**src/rtl/shifter_pkg.sv**
```systemverilog
// one fixed 800x440 frame only; region constants mark where each region ends, not where it starts
`default_nettype none

package shifter_pkg;

	// --------------------------------------------------
	// widths
	localparam int ADDR_W  = 23;
	localparam int DATA_W  = 64;
	localparam int PLANE_W = 16;
	localparam int CNT_W   = 10;

	// --------------------------------------------------
	// horizontal timing, one clock per pixel
	// display 0..639, border, blank, sync, blank, left border up to 799
	localparam logic [CNT_W-1:0] H_DISP     = 10'd640;
	localparam logic [CNT_W-1:0] H_BORDER_R = 10'd656;
	localparam logic [CNT_W-1:0] H_BLANK_R  = 10'd672;
	localparam logic [CNT_W-1:0] H_SYNC     = 10'd768;
	localparam logic [CNT_W-1:0] H_BLANK_L  = 10'd784;
	localparam logic [CNT_W-1:0] H_TOTAL    = 10'd800;

	// vertical timing in lines, same region order
	localparam logic [CNT_W-1:0] V_DISP     = 10'd400;
	localparam logic [CNT_W-1:0] V_BORDER_B = 10'd410;
	localparam logic [CNT_W-1:0] V_BLANK_B  = 10'd420;
	localparam logic [CNT_W-1:0] V_SYNC     = 10'd424;
	localparam logic [CNT_W-1:0] V_BLANK_T  = 10'd430;
	localparam logic [CNT_W-1:0] V_TOTAL    = 10'd440;

	// counter position to rgb pins: 16 clocks group prefetch + 2 output stages
	localparam int PIXEL_LAG = 18;

	// word address 0x8000 = byte address 0x010000
	localparam logic [ADDR_W-1:0] BASE_ADDR_RESET = 23'h008000;

	// shift mode codes as seen in bits 9:8 of the shift mode register
	localparam logic [1:0] MODE_LOW  = 2'd0;
	localparam logic [1:0] MODE_MID  = 2'd1;
	localparam logic [1:0] MODE_MONO = 2'd2;

	// --------------------------------------------------
	// register word addresses
	localparam logic [5:0] REG_BASE_HI    = 6'h00;
	localparam logic [5:0] REG_BASE_MID   = 6'h01;
	localparam logic [5:0] REG_VADDR_HI   = 6'h02;
	localparam logic [5:0] REG_VADDR_MID  = 6'h03;
	localparam logic [5:0] REG_VADDR_LO   = 6'h04;
	localparam logic [5:0] REG_SYNC       = 6'h05;
	localparam logic [5:0] REG_PALETTE    = 6'h20;
	localparam logic [5:0] REG_SHIFT_MODE = 6'h30;

	// fetch fsm states
	localparam logic [1:0] FS_IDLE = 2'd0;
	localparam logic [1:0] FS_REQ  = 2'd1;
	localparam logic [1:0] FS_CAP  = 2'd2;

	// cpu data word, palette view or byte view
	// top bit of each colour nibble is the STE lsb and is ignored here
	typedef union packed {
		struct packed {
			logic [3:0] unused;
			logic [3:0] r;
			logic [3:0] g;
			logic [3:0] b;
		} colour;
		struct packed {
			logic [7:0] hi;
			logic [7:0] lo;
		} bytes;
	} cpu_word_u;

endpackage

`default_nettype wire

```
**src/rtl/video_timing_if.sv**
```systemverilog
// all members are driven by video_timer only; flags describe the position in hcnt/vcnt
`timescale 1ns/1ps
`default_nettype none

interface video_timing_if import shifter_pkg::*; ();

	logic [CNT_W-1:0] hcnt;
	logic [CNT_W-1:0] vcnt;
	// clock within the 4 clock fetch subgroup, 0 at hcnt 0
	logic [1:0]       slot;
	logic             fetch_win;
	logic             border;
	logic             display;
	logic             blank;
	// raw syncs, not yet delayed to pixel position
	logic             hs_raw;
	logic             vs_raw;

	modport timer (
		output hcnt, vcnt, slot, fetch_win, border, display, blank, hs_raw, vs_raw
	);

	modport sink (
		input hcnt, vcnt, slot, fetch_win, border, display, blank, hs_raw, vs_raw
	);

endinterface

`default_nettype wire

```
**src/rtl/cpu_registers.sv**
```systemverilog
// ST register subset only: no STE registers, reads are combinational and unqualified by strobes
`timescale 1ns/1ps
`default_nettype none

module cpu_registers import shifter_pkg::*; (
	input  logic              clk,
	input  logic              reg_reset,
	input  logic              reg_sel,
	input  logic              reg_rw,
	input  logic              reg_uds,
	input  logic              reg_lds,
	input  logic [5:0]        reg_addr,
	input  cpu_word_u         reg_din,
	input  logic [ADDR_W-1:0] vaddr,
	output cpu_word_u         reg_dout,
	output logic [ADDR_W-1:0] base_addr,
	output logic              mono,
	output logic [2:0]        plane_cnt,
	output logic [8:0]        palette [16]
);

	logic [1:0] shmode;
	logic [1:0] syncmode;
	logic       pal_hit;
	logic       wr;
	logic [3:0] pal_idx;

	assign wr      = reg_sel && !reg_rw;
	assign pal_hit = (reg_addr[5:4] == REG_PALETTE[5:4]);
	assign pal_idx = reg_addr[3:0];

	// --------------------------------------------------
	// writes, strobes are active low
	always_ff @(posedge clk) begin
		if (reg_reset) begin
			base_addr <= BASE_ADDR_RESET;
			shmode    <= MODE_MONO;
			syncmode  <= 2'b00;
			for (int i = 0; i < 16; i++)
				palette[i] <= '0;
			// white background, blue lsb also inverts mono
			palette[0] <= 9'b000_000_111;
		end else if (wr) begin
			if (!reg_lds) begin
				if (reg_addr == REG_BASE_HI)
					base_addr[22:15] <= reg_din.bytes.lo;
				if (reg_addr == REG_BASE_MID)
					base_addr[14:7] <= reg_din.bytes.lo;
				// either base byte clears the low part
				if (reg_addr == REG_BASE_HI || reg_addr == REG_BASE_MID)
					base_addr[6:0] <= '0;
			end
			if (!reg_uds) begin
				if (reg_addr == REG_SYNC)
					syncmode <= reg_din.bytes.hi[1:0];
				if (reg_addr == REG_SHIFT_MODE)
					shmode <= reg_din.bytes.hi[1:0];
			end
			// red in the upper byte, green and blue in the lower
			if (pal_hit) begin
				if (!reg_uds)
					palette[pal_idx][8:6] <= reg_din.colour.r[2:0];
				if (!reg_lds) begin
					palette[pal_idx][5:3] <= reg_din.colour.g[2:0];
					palette[pal_idx][2:0] <= reg_din.colour.b[2:0];
				end
			end
		end
	end

	// --------------------------------------------------
	// reads
	always_comb begin
		reg_dout = '0;
		if (reg_sel && reg_rw) begin
			case (reg_addr)
				REG_BASE_HI:    reg_dout.bytes.lo = base_addr[22:15];
				REG_BASE_MID:   reg_dout.bytes.lo = base_addr[14:7];
				REG_VADDR_HI:   reg_dout.bytes.lo = vaddr[22:15];
				REG_VADDR_MID:  reg_dout.bytes.lo = vaddr[14:7];
				// byte address, bit 0 always zero
				REG_VADDR_LO:   reg_dout.bytes.lo = {vaddr[6:0], 1'b0};
				REG_SYNC:       reg_dout.bytes.hi = {6'b0, syncmode};
				REG_SHIFT_MODE: reg_dout.bytes.hi = {6'b0, shmode};
				default: begin
					if (pal_hit) begin
						reg_dout.colour.r = {1'b0, palette[pal_idx][8:6]};
						reg_dout.colour.g = {1'b0, palette[pal_idx][5:3]};
						reg_dout.colour.b = {1'b0, palette[pal_idx][2:0]};
					end
				end
			endcase
		end
	end

	// planes per 16 pixel group
	assign mono = (shmode == MODE_MONO);
	always_comb begin
		case (shmode)
			MODE_MONO: plane_cnt = 3'd1;
			MODE_MID:  plane_cnt = 3'd2;
			MODE_LOW:  plane_cnt = 3'd4;
			default:   plane_cnt = 3'd4;
		endcase
	end

endmodule

`default_nettype wire

```
**src/rtl/fetch_control.sv**
```systemverilog
// memory must answer within the read clock and hold data; no wait states are supported
`timescale 1ns/1ps
`default_nettype none

module fetch_control import shifter_pkg::*; (
	input  logic               clk,
	input  logic               reg_reset,
	video_timing_if.sink       tim,
	input  logic [ADDR_W-1:0]  base_addr,
	input  logic [2:0]         plane_cnt,
	input  logic [DATA_W-1:0]  data,
	output logic               read,
	output logic [ADDR_W-1:0]  vaddr,
	output logic [PLANE_W-1:0] plane_word,
	output logic               plane_load,
	output logic               group_done,
	output logic [1:0]         plane_sel
);

	logic [1:0]         state;
	logic [1:0]         plane;
	logic               grp_pend;
	logic               win_next;
	logic [1:0]         sub_next;
	logic [PLANE_W-1:0] lane;

	// --------------------------------------------------
	// look one clock ahead so the request lands on slot 0
	// a new line enters the window after the last line or below line 399
	assign win_next = (tim.hcnt == H_TOTAL - 10'd1) ?
		((tim.vcnt == V_TOTAL - 10'd1) || (tim.vcnt < V_DISP - 10'd1)) :
		(tim.fetch_win && (tim.hcnt != H_DISP - 10'd1));
	// subgroup of the next clock, one plane per subgroup
	assign sub_next = tim.hcnt[3:2] + 2'd1;

	assign read       = (state == FS_REQ);
	assign plane_load = (state == FS_CAP);
	assign plane_sel  = plane;
	// shift registers reload as the next group starts
	assign group_done = grp_pend && (tim.hcnt[3:0] == 4'hf);

	// only 16 of the 64 bits carry the word at vaddr
	assign lane = data[vaddr[1:0] * PLANE_W +: PLANE_W];

	always_ff @(posedge clk) begin
		if (reg_reset) begin
			state    <= FS_IDLE;
			plane    <= '0;
			grp_pend <= 1'b0;
		end else begin
			case (state)
				FS_IDLE: begin
					if (tim.slot == 2'd3 && win_next && {1'b0, sub_next} < plane_cnt)
						state <= FS_REQ;
				end
				FS_REQ:  state <= FS_CAP;
				default: state <= FS_IDLE;
			endcase

			if (group_done)
				grp_pend <= 1'b0;

			// step planes, last one arms the group reload
			if (state == FS_CAP) begin
				if ({1'b0, plane} == plane_cnt - 3'd1) begin
					plane    <= '0;
					grp_pend <= 1'b1;
				end else begin
					plane <= plane + 2'd1;
				end
			end else if (!tim.fetch_win) begin
				plane <= '0;
			end
		end
	end

	// --------------------------------------------------
	// video address counter, reloaded once per frame after vsync
	always_ff @(posedge clk) begin
		if (reg_reset)
			vaddr <= BASE_ADDR_RESET;
		else if (tim.hcnt == '0 && tim.vcnt == V_SYNC)
			vaddr <= base_addr;
		else if (state == FS_REQ)
			vaddr <= vaddr + 23'd1;
	end

	// sample the memory word on the edge that ends the read
	always_ff @(posedge clk) begin
		if (state == FS_REQ)
			plane_word <= lane;
	end

endmodule

`default_nettype wire

```
**src/rtl/pixel_shifter.sv**
```systemverilog
// output delay is fixed at PIXEL_LAG clocks; mode and palette changes apply with no delay
`timescale 1ns/1ps
`default_nettype none

module pixel_shifter import shifter_pkg::*; (
	input  logic               clk,
	input  logic               reg_reset,
	video_timing_if.sink       tim,
	input  logic [PLANE_W-1:0] plane_word,
	input  logic               plane_load,
	input  logic [1:0]         plane_sel,
	input  logic               group_done,
	input  logic [8:0]         palette [16],
	input  logic               mono,
	input  logic [2:0]         plane_cnt,
	output logic [5:0]         video_r,
	output logic [5:0]         video_g,
	output logic [5:0]         video_b,
	output logic               hs,
	output logic               vs
);

	logic [PLANE_W-1:0] latch [4];
	logic [PLANE_W-1:0] shift [4];
	logic [3:0]         idx;
	logic               mono_bit;
	// per stage: blank, border, display, hs, vs
	logic [PIXEL_LAG-3:0][4:0] flag_d;
	logic [4:0]         flag_px;
	logic [8:0]         s1_col;
	logic               s1_level;
	logic               s1_mono;
	logic               s1_blank;
	logic               s1_hs;
	logic               s1_vs;

	// --------------------------------------------------
	// plane latches and shift registers
	always_ff @(posedge clk) begin
		if (plane_load)
			latch[plane_sel] <= plane_word;
	end

	always_ff @(posedge clk) begin
		for (int p = 0; p < 4; p++) begin
			if (group_done)
				shift[p] <= latch[p];
			else
				shift[p] <= {shift[p][PLANE_W-2:0], 1'b0};
		end
	end

	// unused planes may hold words of an earlier mode
	assign idx = {shift[3][PLANE_W-1] & (plane_cnt > 3'd2),
		shift[2][PLANE_W-1] & (plane_cnt > 3'd2),
		shift[1][PLANE_W-1] & (plane_cnt > 3'd1),
		shift[0][PLANE_W-1]};
	// mono: blue lsb of entry 0 inverts the picture
	assign mono_bit = shift[0][PLANE_W-1] ^ palette[0][0];

	// --------------------------------------------------
	// flags follow the 16 clock prefetch
	assign flag_px = flag_d[PIXEL_LAG-3];

	always_ff @(posedge clk) begin
		if (reg_reset) begin
			// matches the border position the timer resets to
			flag_d   <= {(PIXEL_LAG-2){5'b01000}};
			s1_mono  <= 1'b0;
			s1_blank <= 1'b0;
			s1_hs    <= 1'b0;
			s1_vs    <= 1'b0;
		end else begin
			flag_d   <= {flag_d[PIXEL_LAG-4:0],
				{tim.blank, tim.border, tim.display, tim.hs_raw, tim.vs_raw}};
			s1_mono  <= mono && flag_px[2];
			s1_blank <= flag_px[4];
			s1_hs    <= flag_px[1];
			s1_vs    <= flag_px[0];
		end
	end

	// stage 1, palette lookup; border shows entry 0
	always_ff @(posedge clk) begin
		s1_col   <= flag_px[3] ? palette[0] : palette[idx];
		s1_level <= mono_bit;
	end

	// --------------------------------------------------
	// stage 2, output registers
	always_ff @(posedge clk) begin
		if (reg_reset) begin
			video_r <= '0;
			video_g <= '0;
			video_b <= '0;
			hs      <= 1'b0;
			vs      <= 1'b0;
		end else begin
			hs <= s1_hs;
			vs <= s1_vs;
			if (s1_blank) begin
				video_r <= '0;
				video_g <= '0;
				video_b <= '0;
			end else if (s1_mono) begin
				video_r <= {6{s1_level}};
				video_g <= {6{s1_level}};
				video_b <= {6{s1_level}};
			end else begin
				// 3 bit gun repeated to 6 bits
				video_r <= {2{s1_col[8:6]}};
				video_g <= {2{s1_col[5:3]}};
				video_b <= {2{s1_col[2:0]}};
			end
		end
	end

endmodule

`default_nettype wire

```
**src/rtl/st_shifter_top.sv**
```systemverilog
// single clock; register port and memory port share clk, syncs are active high
`timescale 1ns/1ps
`default_nettype none

module st_shifter_top import shifter_pkg::*; (
	input  logic              clk,
	input  logic              reg_reset,
	// cpu register port
	input  logic              reg_sel,
	input  logic              reg_rw,
	input  logic              reg_uds,
	input  logic              reg_lds,
	input  logic [5:0]        reg_addr,
	input  cpu_word_u         reg_din,
	output cpu_word_u         reg_dout,
	// video memory port
	output logic [ADDR_W-1:0] vaddr,
	output logic              read,
	input  logic [DATA_W-1:0] data,
	// video out
	output logic              hs,
	output logic              vs,
	output logic [5:0]        video_r,
	output logic [5:0]        video_g,
	output logic [5:0]        video_b
);

	logic [ADDR_W-1:0]  base_addr;
	logic [2:0]         plane_cnt;
	logic               mono;
	logic [8:0]         palette [16];
	logic [PLANE_W-1:0] plane_word;
	logic               plane_load;
	logic               group_done;
	logic [1:0]         plane_sel;

	video_timing_if tim_if ();

	video_timer i_timer (
		.clk       (clk),
		.reg_reset (reg_reset),
		.tim       (tim_if.timer)
	);

	fetch_control i_fetch (
		.clk        (clk),
		.reg_reset  (reg_reset),
		.tim        (tim_if.sink),
		.base_addr  (base_addr),
		.plane_cnt  (plane_cnt),
		.data       (data),
		.read       (read),
		.vaddr      (vaddr),
		.plane_word (plane_word),
		.plane_load (plane_load),
		.group_done (group_done),
		.plane_sel  (plane_sel)
	);

	cpu_registers i_regs (
		.clk       (clk),
		.reg_reset (reg_reset),
		.reg_sel   (reg_sel),
		.reg_rw    (reg_rw),
		.reg_uds   (reg_uds),
		.reg_lds   (reg_lds),
		.reg_addr  (reg_addr),
		.reg_din   (reg_din),
		.vaddr     (vaddr),
		.reg_dout  (reg_dout),
		.base_addr (base_addr),
		.mono      (mono),
		.plane_cnt (plane_cnt),
		.palette   (palette)
	);

	pixel_shifter i_shifter (
		.clk        (clk),
		.reg_reset  (reg_reset),
		.tim        (tim_if.sink),
		.plane_word (plane_word),
		.plane_load (plane_load),
		.plane_sel  (plane_sel),
		.group_done (group_done),
		.palette    (palette),
		.mono       (mono),
		.plane_cnt  (plane_cnt),
		.video_r    (video_r),
		.video_g    (video_g),
		.video_b    (video_b),
		.hs         (hs),
		.vs         (vs)
	);

endmodule

`default_nettype wire

```
**src/rtl/video_timer.sv**
```systemverilog
// no runtime timing selection; reset parks the counters on the last clock of the frame
`timescale 1ns/1ps
`default_nettype none

module video_timer import shifter_pkg::*; (
	input  logic         clk,
	input  logic         reg_reset,
	video_timing_if.timer tim
);

	logic [CNT_W-1:0] h_nxt;
	logic [CNT_W-1:0] v_nxt;
	logic             h_wrap;
	logic             h_disp;
	logic             v_disp;
	logic             h_blank;
	logic             v_blank;

	// --------------------------------------------------
	// next counter position
	assign h_wrap = (tim.hcnt == H_TOTAL - 10'd1);
	assign h_nxt  = h_wrap ? '0 : tim.hcnt + 10'd1;

	// line advances at the end of each line
	always_comb begin
		v_nxt = tim.vcnt;
		if (h_wrap)
			v_nxt = (tim.vcnt == V_TOTAL - 10'd1) ? '0 : tim.vcnt + 10'd1;
	end

	// regions of the next position, registered below so they line up with the counters
	assign h_disp  = (h_nxt < H_DISP);
	assign v_disp  = (v_nxt < V_DISP);
	assign h_blank = (h_nxt >= H_BORDER_R) && (h_nxt < H_BLANK_L);
	assign v_blank = (v_nxt >= V_BORDER_B) && (v_nxt < V_BLANK_T);

	// --------------------------------------------------
	// counters and flags
	always_ff @(posedge clk) begin
		if (reg_reset) begin
			// last position of the frame, left and top border
			tim.hcnt      <= H_TOTAL - 10'd1;
			tim.vcnt      <= V_TOTAL - 10'd1;
			tim.slot      <= 2'd3;
			tim.fetch_win <= 1'b0;
			tim.display   <= 1'b0;
			tim.border    <= 1'b1;
			tim.blank     <= 1'b0;
			tim.hs_raw    <= 1'b0;
			tim.vs_raw    <= 1'b0;
		end else begin
			tim.hcnt <= h_nxt;
			tim.vcnt <= v_nxt;
			// 800 is a multiple of 4 so slot stays locked to hcnt
			tim.slot <= tim.slot + 2'd1;

			tim.fetch_win <= h_disp && v_disp;
			tim.display   <= h_disp && v_disp;
			tim.blank     <= h_blank || v_blank;
			// border is whatever is neither picture nor blank
			tim.border    <= !(h_disp && v_disp) && !(h_blank || v_blank);

			// syncs sit inside the blank regions
			tim.hs_raw <= (h_nxt >= H_BLANK_R) && (h_nxt < H_SYNC);
			tim.vs_raw <= (v_nxt >= V_BLANK_B) && (v_nxt < V_SYNC);
		end
	end

endmodule

`default_nettype wire

```
**config.mk**
```make
export PLATFORM = sky130hd
export DESIGN_NAME = st_shifter_top
export DESIGN_NICKNAME = d
export VERILOG_FILES = /design/src/rtl/shifter_pkg.sv /design/src/rtl/video_timing_if.sv /design/src/rtl/cpu_registers.sv /design/src/rtl/fetch_control.sv /design/src/rtl/pixel_shifter.sv /design/src/rtl/st_shifter_top.sv /design/src/rtl/video_timer.sv
export SDC_FILE = /design/constraint.sdc
export NUM_CORES = 1
export LEC_CHECK = 0
export BUFFER_PORTS_ARGS = -buffer_cell sky130_fd_sc_hd__buf_2
export CAP_MARGIN = 20
export CORE_MARGIN = 2
export CORE_UTILIZATION = 50
export DETAILED_ROUTE_END_ITERATION = 8
export PLACE_DENSITY = 0.68
export SETUP_SLACK_MARGIN = 0.5
export SYNTH_ARGS = -nofsm -noshare
export SYNTH_HDL_FRONTEND = slang
export SYNTH_HIERARCHICAL = 1
export SYNTH_SLANG_ARGS = --single-unit
```
**constraint.sdc**
```tcl
create_clock -name clk -period 3.8 [get_ports clk]
set_clock_uncertainty 0.15 [all_clocks]
set_input_delay 0.76 -clock clk [delete_from_list [all_inputs] [get_ports clk]]
set_output_delay 0.76 -clock clk [all_outputs]
set_load 0.01 [all_outputs]
```
==> flow_metrics.env <==
export IMPL_fmax_mhz=304
export IMPL_ys_types=83
export IMPL_area_growth_pct=13.9
export IMPL_cts_root_buffer="clkbuf_16"
export IMPL_grt_pass1_wl_um=76200
export IMPL_setup_tns_ns=0
export IMPL_placement_io_buffers=141
export IMPL_synthCells=1740
export IMPL_synth_seq_cells=468
export IMPL_hp_class="reg2reg"
export IMPL_tightest_slew_ns=1.13
export IMPL_worstSetupStartpoint="reg_addr[3]"
export IMPL_die_h_um=206
export IMPL_worst_setup_path_start_kind="input port"
export IMPL_via_count=13900
export IMPL_syn_avg_cell_area_sq_um=11.7
export IMPL_maxSlewHeadroom=0.244
export IMPL_cp_endpoint="reg_dout[3]"
export IMPL_hold_depth=1
export IMPL_drive_gt1_frac=0.261
export IMPL_track_usage=0.233
export IMPL_min_period_over_period=0.867
export IMPL_ys_seq_area_frac=0.500
export IMPL_critPathKind="in2out"
export IMPL_async_flop_share=0
export IMPL_fin_nets=1936
export IMPL_utilization=0.581
export IMPL_power_leakage_nw=9.83
export IMPL_detail_route_vias_per_cell=5.77
export IMPL_grt_pass1_vias=13500
export IMPL_synth_edf_count=80
export IMPL_hold_violations=0
export IMPL_drc=0
export IMPL_fin_crit_ns=3.29
export IMPL_crit_reg2reg_capture="i_timer/tim.blank$_SDFF_PP0_"
export IMPL_grt_max_degree=130
export IMPL_ir_drop_mv=0.324
export IMPL_clkTransAtPathRegs_ns=0.06
export IMPL_fp_dieW_um=206
export IMPL_hpwl_um=32800
export IMPL_drt_pass1_iter_count=5
export IMPL_cp_required_ns=2.89
export IMPL_maxSlewViolCount=0
export IMPL_end_kind="output port"
export IMPL_gp_congestion=0.884
export IMPL_outcome="finished clean"
export IMPL_cts_max_level=2
export IMPL_route_antenna_remaining_nets=0
export IMPL_die_area_sq_um=42300
export IMPL_cts_hold_fix_buffers=0
export IMPL_rsz0062_at_grt="no"
export IMPL_overflow=0
export IMPL_drv_cap=0
export IMPL_r2r_start="i_timer/tim.vcnt[1]$_SDFF_PP1_"
export IMPL_antenna_found_initial=5
export IMPL_r2r_cells=8
export IMPL_pin_count=152
export IMPL_initialDrtViolationCount=1086
export IMPL_clockBufferDepth=3
export IMPL_worstSkewPairLatency_ns=0.61
export IMPL_cts_tree="yes"
export IMPL_setup_viol=0
export IMPL_worstPathArrival_ns=2.38
export IMPL_rows=73
export IMPL_rrSetupSlack_ns=0.78
export IMPL_synth_flop_cell="dfxtp_1"
export IMPL_initial_core_util=0.510
export IMPL_yosys_warnings=6
export IMPL_avgRoutedWirePerCell_um=20.3
export IMPL_netlist_area_sq_um=20400
export IMPL_cellPowerDensity_nw_per_um2=529
export IMPL_cts_buffers=50
export IMPL_postRouteWirelength_um=48900
export IMPL_core_sq_um=39900
export IMPL_cts_sinks=468
export IMPL_worstPathMaxFanout=20
## state kept, by name (all words and copies together), names as in the netlist, 3 cells and up
signal              cells
i_shifter/s1_col        9
i_shifter/video_g       3
i_fetch/plane_word     16
i_shifter/flag_px       5
i_shifter/latch        64
i_timer/tim.hcnt       10
i_regs/palette        144
i_timer/tim.vcnt       10
i_shifter/video_b       3
i_regs/base_addr       16
i_shifter/video_r       3
i_shifter/flag_d       75
i_fetch/vaddr          23
i_shifter/shift        64
## power by group
| group | leakage [nW] | total (mW) | switching, mW | internal, mW |
|---|---|---|---|---|
| clock network | 0.886 | 5.19 | 2.11 | 3.08 |
| logic | 5.09 | 1.54 | 0.881 | 0.664 |
| registers | 3.85 | 5.53 | 0.264 | 5.26 |
| total | 9.83 | 12.3 | 3.25 | 9.01 |
## how the worst min path moves through the flow
| stage | startpoint | to | slack (ns) |
|---|---|---|---|
| floorplan | i_shifter/flag_d[8]$_SDFF_PP1_ | i_shifter/flag_d[13]$_SDFF_PP1_ | 0.24 |
| global placement | i_shifter/flag_d[28]$_SDFF_PP1_ | i_shifter/flag_d[33]$_SDFF_PP1_ | 0.24 |
| detailed placement | i_shifter/flag_d[43]$_SDFF_PP1_ | i_shifter/flag_d[48]$_SDFF_PP1_ | 0.25 |
| CTS | reg_din[3] | i_regs/base_addr[18]$_SDFFE_PP0P_ | 0.24 |
| global route | i_shifter/flag_d[18]$_SDFF_PP1_ | i_shifter/flag_d[23]$_SDFF_PP1_ | 0.26 |
| finish | i_shifter/flag_d[18]$_SDFF_PP1_ | i_shifter/flag_d[23]$_SDFF_PP1_ | 0.25 |
## final cells by class
cell class	instances	area (sq um)
diodes	3	7.51
clock buffers	70	1470
clock inverters	24	349
fillers	3230	16700
inverters	18	67.6
multi-input cells	1112	9350
flip-flops and latches	468	10200
well taps	525	657
repair buffers	185	1110
## kinds of logic (layout without fill, tap and decap cells)
group                    after synthesis  count (layout)  share of synthesized area
multiplexers                         326             326                      0.215
buffers and inverters                171             297                     0.0457
AND/OR/NAND/NOR                      563             563                      0.153
AO/OA/AOI/OAI                        166             166                     0.0660
other                                  1              15                   0.000184
adder cells (fa/ha/maj)                9               9                    0.00553
flip-flops                           468             468                      0.500
XOR/XNOR                              36              36                     0.0155
## routing by layer
metal  GRT usage  part of all wire
met1       0.319              0.44
met2       0.364              0.46
met3      0.0385             0.062
met4       0.101             0.038
met5           0           0.00014
## critical path, stage by stage
cell and delay, ns:
buf_6 0.18, buf_4 0.19, nor4_4 0.43, buf_4 0.26, a32oi_1 0.06, nor2_1 0.29
buf_2 0.20
## placed cells by master, fill, tap and decap left out, types with 8 or more instances in the layout
cell and n:
dfxtp_1 387, nor2_1 215, mux2i_1 185, buf_2 137, nor2b_1 96, edfxtp_1 80, mux4_2 71, mux2_2 61
clkbuf_16 51, buf_4 39, nand2_1 37, a21oi_1 33, nand3_1 32, nand4_1 31, or2_2 26, xnor2_1 23
a211oi_1 20, nor3_1 19, inv_1 18, a221o_1 18, nand2b_1 15, nand4_2 14, xor2_1 13, clkbuf_8 12
conb_1 12, o21ai_0 9, ha_1 9, a32oi_1 9, mux4_1 9, a22oi_1 8, o22ai_1 8, o41ai_2 8
## Yosys cell counts, types with 12 or more instances
cell	number	area (sq um)
a211oi_1	20	150
a21oi_1	33	165
a221o_1	18	180
buf_2	32	160
buf_4	31	233
buf_6	12	135
clkbuf_1	69	259
dfxtp_1	388	7770
edfxtp_1	80	2400
inv_1	18	67.6
mux2_2	61	687
mux2i_1	185	1850
mux4_2	71	1600
nand2_1	37	139
nand2b_1	16	100
nand3_1	32	160
nand4_1	31	194
nand4_2	14	175
nor2_1	215	807
nor2b_1	97	607
nor3_1	20	100
or2_2	26	163
xnor2_1	23	201
xor2_1	13	114
## metrics by stage
stage | hold slack (ns) | setup WS [ns] | power [mW] | instance area [sq um] | instances
finish | 0.252 | 0.506 | 12.3 | 23200 | 2405
detailed placement | 0.246 | 0.170 | 7.13 | 21300 | 2306
global route | 0.258 | 0.505 | 12.8 | 23200 | 2402
CTS | 0.244 | 0.501 | 12.3 | 23100 | 2400
floorplan | 0.239 | 0.748 | 6.74 | 20400 | 1751
global placement | 0.243 | 0.174 | 7.09 | 21300 | 2306
## timing repair
item                                    CTS  global route
endpoints found under the setup margin   11            12
buffers inserted                          0             2
resized for setup                         9             6
pin swaps                                 2             1
Power figures use the tool's default switching activity.
